**src/verilog/busTimingPkg.sv**
```systemverilog
////////////////////////////////////////////////////////////
// Bus timing defaults for the SHT10 front end
// Cycle counts assume a 50 MHz system clock
////////////////////////////////////////////////////////////

package busTimingPkg;

	// Half bit slot, 250 clocks gives 100 kHz on sck
	localparam int DefHalfSlotCycles = 250;

	// Sensor power-up, 11 ms
	localparam int DefPowerUpCycles = 550000;

	// Longest wait for the sensor to finish, 320 ms
	localparam int DefMeasureTimeoutCycles = 16000000;

	////////////////////////////////////////////////////////////
	// Counter widths
	localparam int SlotCountWidth = 9;  // Holds 2*250-1
	localparam int LongCountWidth = 25; // Holds the timeout count

endpackage

```
**src/verilog/sensorPkg.sv**
```systemverilog
////////////////////////////////////////////////////////////
// Sensor definitions for the SHT10 humidity front end
// Command code, frame bit counts, sample and BCD types
////////////////////////////////////////////////////////////

package sensorPkg;

	////////////////////////////////////////////////////////////
	// Frame sizes
	localparam int CmdBits   = 8;  // Address plus command, MSB first
	localparam int ReadBits  = 16; // Two bytes, 4 pad bits then sample
	localparam int RawWidth  = 12; // Humidity resolution
	localparam int BcdDigits = 4;  // Up to 4095

	////////////////////////////////////////////////////////////
	// Types
	typedef logic [RawWidth-1:0]    rawSample_t;   // Raw RH reading
	typedef logic [4*BcdDigits-1:0] bcdHumidity_t; // Thousands digit on top
	typedef logic [CmdBits-1:0]     cmdByte_t;

	// Address 000, command 00101
	localparam cmdByte_t CmdMeasureHumidity = 8'b000_00101;

endpackage
```
**src/verilog/sht10Top.sv**
```systemverilog
////////////////////////////////////////////////////////////
// SHT10 humidity front end
// Slot timer, measurement sequencer and BCD converter
////////////////////////////////////////////////////////////

module sht10Top #(
	parameter int HalfSlotCycles       = busTimingPkg::DefHalfSlotCycles,
	parameter int PowerUpCycles        = busTimingPkg::DefPowerUpCycles,
	parameter int MeasureTimeoutCycles = busTimingPkg::DefMeasureTimeoutCycles
) (
	input  logic                    CLK,
	input  logic                    rst,
	input  logic                    startMeas,
	input  logic                    sdaIn,       // Pin level, pulled up outside
	output logic                    sck,
	output logic                    sdaDrive,    // Open-drain pull-down enable
	output logic                    busy,
	output logic                    ready,
	output logic                    rawValid,
	output logic                    sensorError,
	output logic                    bcdValid,
	output sensorPkg::rawSample_t   rawValue,
	output sensorPkg::bcdHumidity_t humidityBcd
);

	logic slotRun;    // Sequencer asks for bit slots
	logic sckGate;
	logic sampleTick;
	logic slotEnd;

	shtClockGen #(.HalfSlotCycles(HalfSlotCycles)) clockGen (
		.CLK(CLK), .rst(rst), .slotRun(slotRun), .sckGate(sckGate),
		.sck(sck), .sampleTick(sampleTick), .slotEnd(slotEnd)
	);

	shtSequencer #(
		.PowerUpCycles(PowerUpCycles), .MeasureTimeoutCycles(MeasureTimeoutCycles)
	) sequencer (
		.CLK(CLK), .rst(rst), .startMeas(startMeas), .sdaIn(sdaIn),
		.sampleTick(sampleTick), .slotEnd(slotEnd), .slotRun(slotRun), .sckGate(sckGate),
		.sdaDrive(sdaDrive), .busy(busy), .ready(ready), .rawValid(rawValid),
		.sensorError(sensorError), .rawValue(rawValue)
	);

	// Converts every good sample
	bcdConverter converter (
		.CLK(CLK), .rst(rst), .rawValid(rawValid), .rawValue(rawValue),
		.humidityBcd(humidityBcd), .bcdValid(bcdValid)
	);

endmodule

```
**src/verilog/bcdConverter.sv**
```systemverilog
////////////////////////////////////////////////////////////
// Binary to BCD converter for the raw humidity sample
// Serial shift-and-add-three, one bit per cycle
////////////////////////////////////////////////////////////

module bcdConverter (
	input  logic                    CLK,
	input  logic                    rst,
	input  logic                    rawValid,
	input  sensorPkg::rawSample_t   rawValue,
	output sensorPkg::bcdHumidity_t humidityBcd,
	output logic                    bcdValid
);
	import sensorPkg::*;

	rawSample_t                  binShift;
	bcdHumidity_t                bcdWork;
	bcdHumidity_t                bcdAdjusted;
	bcdHumidity_t                bcdNext;
	logic [$clog2(RawWidth)-1:0] stepCount;
	logic                        running;

	// Add three to every digit of five or more
	function automatic bcdHumidity_t addThree(input bcdHumidity_t bcdIn);
		bcdHumidity_t bcdOut;
		bcdOut = bcdIn;
		for (int d = 0; d < BcdDigits; d++)
			if (bcdIn[4*d +: 4] >= 4'd5)
				bcdOut[4*d +: 4] = bcdIn[4*d +: 4] + 4'd3;
		return bcdOut;
	endfunction

	assign bcdAdjusted = addThree(bcdWork);
	assign bcdNext     = {bcdAdjusted[4*BcdDigits-2:0], binShift[RawWidth-1]};

	always_ff @(posedge CLK)
	begin
		if (rst)
		begin
			running   <= 1'b0;
			stepCount <= '0;
			bcdValid  <= 1'b0;
		end
		else
		begin
			bcdValid <= 1'b0;
			if (rawValid)
			begin
				running   <= 1'b1; // New sample restarts a running conversion
				stepCount <= '0;
				binShift  <= rawValue;
				bcdWork   <= '0;
			end
			else if (running)
			begin
				stepCount <= stepCount + 1'b1;
				binShift  <= binShift << 1;
				bcdWork   <= bcdNext;
				if (int'(stepCount) == RawWidth - 1)
				begin
					running     <= 1'b0;
					humidityBcd <= bcdNext; // Last step goes straight out
					bcdValid    <= 1'b1;
				end
			end
		end
	end

	assert property (@(posedge CLK) disable iff (rst) bcdValid |-> $past(rawValid, 13));

endmodule

```
**src/verilog/shtSequencer.sv**
```systemverilog
////////////////////////////////////////////////////////////
// SHT10 humidity measurement sequencer
// Power-up wait, start pattern, command with ack check,
// ready wait with timeout and two-byte read
// Ends each run with rawValid or sensorError
////////////////////////////////////////////////////////////

module shtSequencer #(
	parameter int PowerUpCycles        = busTimingPkg::DefPowerUpCycles,
	parameter int MeasureTimeoutCycles = busTimingPkg::DefMeasureTimeoutCycles
) (
	input  logic                  CLK,
	input  logic                  rst,
	input  logic                  startMeas,
	input  logic                  sdaIn,
	input  logic                  sampleTick,
	input  logic                  slotEnd,
	output logic                  slotRun,
	output logic                  sckGate,
	output logic                  sdaDrive,   // High pulls the pin low
	output logic                  busy,
	output logic                  ready,
	output logic                  rawValid,
	output logic                  sensorError,
	output sensorPkg::rawSample_t rawValue
);
	import sensorPkg::*;
	import busTimingPkg::*;

	typedef enum logic [3:0] {
		StPowerUp,
		StIdle,
		StStart,
		StCmd,
		StCmdAck,
		StWaitReady,
		StReadByte,
		StMasterAck,
		StSkipAck,
		StDone
	} seqState_t;

	seqState_t                   state;
	logic [$clog2(ReadBits)-1:0] bitCount;   // Start slots, command and read bits
	logic [LongCountWidth-1:0]   longCount;  // Power-up and timeout
	cmdByte_t                    cmdShift;
	rawSample_t                  dataShift;  // Pad bits drop out the top
	logic                        lastBit;    // Line level at the last sample point
	logic                        powerUpDone;
	logic                        timeoutHit;

	assign powerUpDone = (state == StPowerUp) && (int'(longCount) == PowerUpCycles - 1);
	assign timeoutHit  = (state == StWaitReady) &&
		(int'(longCount) == MeasureTimeoutCycles - 1);

	assign ready   = (state != StPowerUp);
	assign busy    = !(state inside {StPowerUp, StIdle});
	assign slotRun = state inside {StStart, StCmd, StCmdAck, StWaitReady,
		StReadByte, StMasterAck, StSkipAck};
	assign sckGate = slotRun && (state != StWaitReady); // No clock while sensor works

	////////////////////////////////////////////////////////////
	// Line sampling and read shift register
	always_ff @(posedge CLK)
	begin
		if (sampleTick)
			lastBit <= sdaIn;
		if (sampleTick && state == StReadByte)
			dataShift <= {dataShift[RawWidth-2:0], sdaIn}; // MSB first
	end

	always_ff @(posedge CLK)
	begin
		if (rst)
			longCount <= '0;
		else if (state == StPowerUp || state == StWaitReady)
			longCount <= longCount + 1'b1;
		else
			longCount <= '0;
	end

	////////////////////////////////////////////////////////////
	// Main FSM
	always_ff @(posedge CLK)
	begin
		if (rst)
		begin
			state       <= StPowerUp;
			bitCount    <= '0;
			sdaDrive    <= 1'b0;
			rawValid    <= 1'b0;
			sensorError <= 1'b0;
		end
		else
		begin
			rawValid    <= 1'b0;
			sensorError <= 1'b0;
			case (state)
				StPowerUp:
					if (powerUpDone)
						state <= StIdle;
				StIdle:
					if (startMeas)
					begin
						state    <= StStart;
						bitCount <= '0;
						cmdShift <= CmdMeasureHumidity;
					end
				StStart:
				begin
					// Start edges land on the sample point mid-high
					if (sampleTick && int'(bitCount) == 1)
						sdaDrive <= 1'b1; // Data falls while sck high
					if (sampleTick && int'(bitCount) == 3)
						sdaDrive <= 1'b0; // Data rises while sck high
					if (slotEnd)
					begin
						bitCount <= bitCount + 1'b1;
						if (int'(bitCount) == 3)
						begin
							state    <= StCmd;
							bitCount <= '0;
							sdaDrive <= !cmdShift[CmdBits-1];
							cmdShift <= cmdShift << 1;
						end
					end
				end
				StCmd:
					if (slotEnd)
					begin
						if (int'(bitCount) == CmdBits - 1)
						begin
							state    <= StCmdAck;
							sdaDrive <= 1'b0; // Hand the line to the sensor
						end
						else
						begin
							bitCount <= bitCount + 1'b1;
							sdaDrive <= !cmdShift[CmdBits-1];
							cmdShift <= cmdShift << 1;
						end
					end
				StCmdAck:
					if (slotEnd)
					begin
						if (lastBit)
						begin
							state       <= StDone; // No ack
							sensorError <= 1'b1;
						end
						else
							state <= StWaitReady;
					end
				StWaitReady:
					if (timeoutHit)
					begin
						state       <= StDone;
						sensorError <= 1'b1;
					end
					else if (slotEnd && !lastBit)
					begin
						state    <= StReadByte; // Sensor pulled data low
						bitCount <= '0;
					end
				StReadByte:
					if (slotEnd)
					begin
						bitCount <= bitCount + 1'b1;
						if (bitCount[2:0] == 3'b111)
						begin
							if (int'(bitCount) == ReadBits - 1)
								state <= StSkipAck; // No ack after the last byte
							else
							begin
								state    <= StMasterAck;
								sdaDrive <= 1'b1;
							end
						end
					end
				StMasterAck:
					if (slotEnd)
					begin
						state    <= StReadByte;
						sdaDrive <= 1'b0;
					end
				StSkipAck:
					if (slotEnd)
					begin
						state    <= StDone;
						rawValid <= 1'b1;
						rawValue <= dataShift;
					end
				StDone:
					state <= StIdle;
				default:
					state <= StIdle;
			endcase
		end
	end

	assert property (@(posedge CLK) disable iff (rst) !(rawValid && sensorError));

	// Extra strobes mid-run leave the FSM alone
	assert property (@(posedge CLK) disable iff (rst)
		(startMeas && busy && !slotEnd && !timeoutHit && state != StDone)
		|=> $stable(state));

endmodule

```
**src/verilog/shtClockGen.sv**
```systemverilog
////////////////////////////////////////////////////////////
// Bit slot timer for the SHT10 serial clock
// Each slot is two half slots, sck low then high when gated
// Flags the sample point and the last cycle of every slot
////////////////////////////////////////////////////////////

module shtClockGen #(
	parameter int HalfSlotCycles = busTimingPkg::DefHalfSlotCycles
) (
	input  logic CLK,
	input  logic rst,
	input  logic slotRun,    // Slots run while high
	input  logic sckGate,    // Clock pulse in this slot
	output logic sck,
	output logic sampleTick, // Cycle sck rises
	output logic slotEnd     // Last cycle of the slot
);
	import busTimingPkg::*;

	logic [SlotCountWidth-1:0] slotCount;
	logic                      sckNext;

	assign sampleTick = slotRun && (int'(slotCount) == HalfSlotCycles);
	assign slotEnd    = slotRun && (int'(slotCount) == 2 * HalfSlotCycles - 1);

	// High from the sample point, drops one cycle before slot end
	// so data moves with the clock already low
	assign sckNext = slotRun && sckGate &&
		(int'(slotCount) >= HalfSlotCycles - 1) &&
		(int'(slotCount) <= 2 * HalfSlotCycles - 3);

	always_ff @(posedge CLK)
	begin
		if (rst)
		begin
			slotCount <= '0;
			sck       <= 1'b0;
		end
		else
		begin
			sck <= sckNext;
			if (!slotRun || slotEnd)
				slotCount <= '0; // Next slot starts at zero
			else
				slotCount <= slotCount + 1'b1;
		end
	end

	// Needs at least two cycles per half slot
	assert property (@(posedge CLK) disable iff (rst) !(sampleTick && slotEnd));

endmodule

```
**config.mk**
```make
export PLATFORM = sky130hd
export DESIGN_NAME = sht10Top
export DESIGN_NICKNAME = d
export VERILOG_FILES = /design/src/verilog/busTimingPkg.sv /design/src/verilog/sensorPkg.sv /design/src/verilog/sht10Top.sv /design/src/verilog/bcdConverter.sv /design/src/verilog/shtSequencer.sv /design/src/verilog/shtClockGen.sv
export SDC_FILE = /design/constraint.sdc
export NUM_CORES = 1
export LEC_CHECK = 0
export ABC_AREA = 1
export BUFFER_PORTS_ARGS = -buffer_cell sky130_fd_sc_hd__buf_4
export CORE_UTILIZATION = 49
export CTS_CLUSTER_SIZE = 40
export DETAILED_ROUTE_END_ITERATION = 12
export HOLD_SLACK_MARGIN = 0.08
export PLACE_DENSITY_LB_ADDON = 0.12
export REMOVE_ABC_BUFFERS = 1
export SLEW_MARGIN = 20
export SYNTH_ARGS = -nofsm -noshare
export SYNTH_HDL_FRONTEND = slang
export SYNTH_HIERARCHICAL = 1
export SYNTH_SLANG_ARGS = --single-unit
```
**constraint.sdc**
```tcl
create_clock -name CLK -period 4.14 [get_ports CLK]
set_input_delay 0.207 -clock CLK [delete_from_list [all_inputs] [get_ports CLK]]
set_output_delay 0.207 -clock CLK [all_outputs]
set_load 0.02 [all_outputs]
```
After elaboration in Yosys (flattened, before gate mapping)
Cells that the tools add are included.
{"block": "classes", "bitwise_logic": 5, "n_reduce_logical": 38, "n_mux": 58, "n_lt_le_gt_ge": 6, "eq_ne": 35, "add_sub_neg": 8}
{"operator": "$mux 4", "count": 26}
{"operator": "$mux 8", "count": 5}
{"operator": "$pmux 4 s9", "count": 1}
{"operator": "$ne 2x2->1 const B", "count": 14}
{"operator": "$add 25x1->25 const B", "count": 1}
{"operator": "$eq 25x21->1 const B", "count": 1}
{"operator": "$eq 25x25->1 const B", "count": 1}
{"operator": "$mux 12", "count": 2}
{"operator": "$pmux 8 s3", "count": 1}
{"operator": "$eq 4x3->1 const B", "count": 5}
{"operator": "$pmux 4 s5", "count": 1}
{"operator": "$mux 1", "count": 18}
{"operator": "$ge 4x3->1 const B", "count": 4}
{"operator": "$mux 16", "count": 1}
{"operator": "$add 4x2->4 const B", "count": 3}
{"operator": "$eq 4x2->1 const B", "count": 3}
{"operator": "$eq 4x4->1 const B", "count": 3}
{"operator": "$logic_and 1x1->1", "count": 12}
{"operator": "$reduce_and 12->1", "count": 1}
{"operator": "$add 9x1->9 const B", "count": 1}
{"operator": "$eq 9x5->1 const B", "count": 1}
{"operator": "$eq 9x9->1 const B", "count": 1}
{"operator": "$ge 9x8->1 const B", "count": 1}
{"operator": "$le 9x9->1 const B", "count": 1}
{"operator": "other kinds (27)", "count": 42}
{"block": "totals", "inputBits": 4, "out_inout_bits": 35, "wordCells": 168, "ff_bits": 129}

Logic depth before layout (Yosys ltp)
{"block": "logic_depth", "ltp_word": 9, "mapped_depth": 15, "depth_no_buf": 15}

By module
Netlist, hierarchy kept.
{"module": "shtSequencer", "instances": 1, "cells_per_inst": 417, "area_per_inst_um2": 3402.0, "seq_area_each_um2": 1711.6}
{"module": "bcdConverter", "instances": 1, "cells_per_inst": 233, "area_per_inst_um2": 2278.4, "seq_area_each_um2": 1441.4}
{"module": "shtClockGen", "instances": 1, "cells_per_inst": 76, "area_per_inst_um2": 556.8, "seq_area_each_um2": 200.2}

Worst setup path after synthesis
No wires, ideal clock.
{"block": "synth_timing", "path_kind": "register -> register", "startpoint": "reg sequencer.state[3]", "endpoint": "reg sequencer.rawValue[0], enable pin", "setup_slack_ns": 1.527, "setup_time_ns": 0.396, "path_stages_with_launch": 9, "arrival_time_ns": 2.216, "path_buffers": 0, "required_time_ns": 3.744, "synth_period_minus_slack_ns": 2.613, "path_cell_list": "dfxtp_1 -> inv_2 -> nor2_1 -> nand2_1 -> o211ai_1 -> inv_1 -> nor2_1 -> inv_2 -> nor3_1"}
{"block": "synth_via", "elab_chain_cells": 4, "word_cells_on_any_way": 10, "cone_classes": "7 x eq/ne; 3 x reduce/logical"}
{"element": "start, declared", "line": "shtSequencer.sv:43", "rtl": "seqState_t state;"}
{"element": "start signal, assigned", "line": "shtSequencer.sv:88", "rtl": "state <= StPowerUp;"}
{"element": "start signal, assigned", "line": "shtSequencer.sv:101", "rtl": "state <= StIdle;"}
{"element": "start signal, assigned", "line": "shtSequencer.sv:105", "rtl": "state <= StStart;"}
{"element": "$eq 4x2->1 (tied with other cells)", "line": "shtSequencer.sv:58", "rtl": "assign slotRun = state inside {StStart, StCmd, StCmdAck, StWaitReady,"}
{"element": "$reduce_bool 7->1 *", "line": "shtSequencer.sv:58"}
{"element": "net slotRun", "line": "sht10Top.sv:26", "rtl": "logic slotRun;"}
{"element": "$logic_and 1x1->1 *", "line": "shtClockGen.sv:24", "rtl": "assign slotEnd = slotRun && (int'(slotCount) == 2 * HalfSlotCycles - 1);"}
{"element": "net slotEnd", "line": "sht10Top.sv:29", "rtl": "logic slotEnd;"}
{"element": "$reduce_and 3->1 (no source line) *"}
{"element": "end signal, assigned", "line": "shtSequencer.sv:191", "rtl": "rawValue <= dataShift;"}
{"element": "end, declared", "line": "shtSequencer.sv:25", "rtl": "output sensorPkg::rawSample_t rawValue"}
Mark *: on every way through the listed nets, which the timed path passes. The rest lies on a longest branch.
A chain may end at the register's enable or synchronous reset.

Final worst setup path
{"block": "layout_timing", "startpoint": "reg sequencer.state[3]", "endpoint": "reg sequencer.dataShift[1], enable pin"}
{"block": "layout_via", "elab_chain_cells": 4, "word_cells_on_any_way": 10, "cone_classes": "7 x eq/ne; 3 x reduce/logical"}
{"element": "$eq 4x2->1 (tied with other cells)", "line": "shtSequencer.sv:58"}
{"element": "$reduce_bool 7->1 *", "line": "shtSequencer.sv:58"}
{"element": "net slotRun", "line": "sht10Top.sv:26"}
{"element": "$logic_and 1x1->1 *", "line": "shtClockGen.sv:23", "rtl": "assign sampleTick = slotRun && (int'(slotCount) == HalfSlotCycles);"}
{"element": "net sampleTick", "line": "sht10Top.sv:28", "rtl": "logic sampleTick;"}
{"element": "$logic_and 1x1->1 *", "line": "shtSequencer.sv:68", "rtl": "if (sampleTick && state == StReadByte)"}
{"element": "end signal, assigned", "line": "shtSequencer.sv:69", "rtl": "dataShift <= {dataShift[RawWidth-2:0], sdaIn};"}
{"element": "end, declared", "line": "shtSequencer.sv:47", "rtl": "rawSample_t dataShift;"}
Marked as above.

==> impl_results.md <==
* Worst setup SP type: flip-flop
* CP max stage delay at 0.72 ns
* Post-synth EDFFs at 77
* F_max at 353 MHz
* Vias at 4793
* Yosys warns at 6
* Final Slew Violations at 0
* Lkg Pwr at 2.99 nW
* Headroom to the max-slew limit at 39.4%
* Critical Path RT at 4.18 ns
* CP max stage cell: nor2_1
* # diodes at 0
* Initial antenna violation count at 0
* Switching Share at 28.4%
* Reg2reg start: sequencer/state[3]
* Syn_area_per_cell at 8.59 sq um
* Final Hold Vio Count at 0
* Final setup violation count at 0
* Element type at the critical path end: flip-flop
* Syn Std Cell Area at 6240 sq um
* Clock power share at 42.4%
* DRT antenna net count at 0
* CP cell instances: inv_2 > nor2_1 > nand2_1 > o211ai_1 > nand3_1 > nor4_1 > inv_1 > nor2_1
* Kind of cell adding the most delay to the critical path: simple AND/OR/NAND/NOR gates
* DPL Wire Length at 8860 um
* Nets at 799
* Hold Path End: sequencer/bitCount[2]
* Net switching power at 1.01 mW
* Clock skew at 0.00848 ns
* Maximum Capacitance Violations at 0
* TritonCTS clock tree: built
* Synthesized instance count at 726
* Outcome: complete, no violations
* PD cells at 485 nW/um^2
* Maximum VDD drop at 0.000281 V
* Clk buf depth at 2
* Final Critical Period at 2.83 ns
* Tcrit/Tclk final at 68.4%
* Area of the core at 12200 sq um
* Post-Route WL at 12000 um
* # clock sinks at 129
* Combinational power share at 16.5%
* Post-Route Setup TNS at 0 ns
* Seq pwr share at 41.1%
* Seq cells post-synth at 129
* Vias in the first global route at 4388
* Hold WC Path Type: in -> reg
* P&R area growth vs syn at 17.5%
* Worst r2r dst: sequencer/dataShift[1]
* Initial core utilization at 51.1%
* GR Util All Layers at 19.6%
* Synth top area share at 37.1%
* Register area share after synthesis at 53.8%
* # H-tree levels at 4
* Vias per inst at 4.99
* Gpl congestion at 0.903
* IO Count at 39
* Hold Path Stages at 2
* Unique masters post-synth at 38
* CTS clock-pin slew for the worst setup and hold paths at 0.06 ns
* Commonest cells in the netlist: nand2_1 (176), nor2_1 (101), inv_1 (90)
* FF-to-FF setup slack at 1.31 ns
* Area contributors post-synth: edfxtp_1 (37%), dfxtp_1 (17%), nand2_1 (11%)
* Root buf cell: clkbuf_16
* Max FO, Critical Path at 12
* Largest area contributor in the synthesized netlist: edfxtp_1
* # DRC at 0
* Post-CTS repair timing setup buffer count at 0
* Pin count of the biggest net entering global routing at 32
* Die footprint at 13200 sq um
* Hold Path Origin: rst
* Internal power at 2.55 mW
* Die height at 115 um
* Num CTS Buffers at 17
* Worst Path Arrival at 2.87 ns
* Primary FF master, synth: edfxtp_1
* Post-cts repair resize count at 0
* First-pass DRT Iterations at 5
* RSZ-0062 raised after global routing: no
* Top cell by count, worst path: nor2_1
* Worst-margin pin slew at 0.906 ns
* Worst reg-to-reg path cell count at 8
* # port buffers at 38
* Leading cell type by number of instances after synthesis: nand2_1
* Worst setup path category: reg -> reg
* Rows at 40
* First-pass GRT wire length at 19900 um
* Worst skew pair latency at 0.42 ns
* Asr flop ratio synth at 0%
* Initial DRC count at 268
* Total power at 3.55 mW
* Layout cell share with drive strength beyond 1 at 16.4%
* CP bufs+invs at 2
* Avg WL per Cell at 12.5 um
* Global route overflow at 0
* Die span in x at 115 um
-- per-stage QoR --
stage | setup slack [ns] | area, sq um | util (%) | std cells | hold WS (ns)
5_1_grt | 1.00 | 7330 | 60.0 | 960 | 0.110
3_5_place_dp | 1.29 | 6720 | 55.0 | 927 | 0.406
6_report | 1.31 | 7330 | 60.0 | 960 | 0.111
3_3_place_gp | 1.43 | 6720 | 55.0 | 927 | 0.404
2_1_floorplan | 1.53 | 6190 | - | 718 | 0.276
4_1_cts | 1.27 | 7330 | 60.0 | 960 | 0.0940
-- routing by layer --
metal  vias to the layer above  wire [um]  track usage, %
met1                      2188       5630            25.2
met3                        22        529            4.80
met2                       105       5550            31.1
met5                         -          0               0
li1                       2478          -               -
met4                         0        251            9.18
-- state kept, by name (all words and copies together) (netlist names), 8 cells and up --
| name | cells |
|---|---|
| clockGen/slotCount | 9 |
| converter/bcdWork | 16 |
| converter/binShift | 12 |
| converter/humidityBcd | 16 |
| sequencer/cmdShift | 8 |
| sequencer/dataShift | 12 |
| sequencer/longCount | 25 |
| sequencer/rawValue | 12 |
-- power groups by stage --
stage | Combinational (mW) | Sequential, mW | Clock, mW
CTS | 0.589 | 1.46 | 1.54
detailed placement | 0.586 | 1.49 | 0
global placement | 0.579 | 1.48 | 0
global route | 0.661 | 1.47 | 1.60
floorplan | 0.454 | 1.47 | 0
finish | 0.588 | 1.46 | 1.51
-- timing repair --
action	in CTS	in global routing
endpoints found under the hold margin	2	0
setup endpoints to repair	0	0
hold buffers	1	0
-- cell type report --
cell class              count  area, sq um
fillers                  1096         4880
clock buffers              17          425
inverters                 105          394
well taps                 168          210
repair buffers             42          318
flip-flops and latches    129         3350
multi-input cells         484         2450
clock inverters            15          179
-- how the worst max path moves through the flow --
stage | end | depth (start not counted) | slack (ns) | from
2_1_floorplan | sequencer/rawValue[0] | 8 | 1.53 | sequencer/state[3]
3_3_place_gp | sequencer/dataShift[0] | 8 | 1.43 | sequencer/state[3]
3_5_place_dp | sequencer/dataShift[3] | 8 | 1.29 | sequencer/state[3]
4_1_cts | sequencer/dataShift[1] | 8 | 1.27 | sequencer/state[3]
5_1_grt | sequencer/dataShift[3] | 8 | 1.00 | sequencer/state[3]
6_report | sequencer/dataShift[1] | 8 | 1.31 | sequencer/state[3]
-- cells by family after synthesis --
logic type	synth area share, %
DFF	53.8
and+or+nand+nor	29.6
adders and majority gates	3.21
xor gates and xnor gates	1.12
buffers and inverters	7.10
AOI/OAI and AO/OA	5.18
-- layout by cell type, fill, tap and decap left out, types with 10 or more instances in the layout --
| cell | instances |
|---|---|
| nand4_1 | 18 |
| edfxtp_1 | 77 |
| nand3_1 | 40 |
| nor3_1 | 14 |
| o21ai_1 | 10 |
| a21oi_1 | 29 |
| dfxtp_1 | 52 |
| inv_1 | 90 |
| ha_1 | 16 |
| buf_4 | 41 |
| nor2_1 | 101 |
| clkbuf_16 | 17 |
| nor2_2 | 12 |
| nand2_1 | 176 |
| inv_2 | 14 |
(Power assumes the default switching activity.)
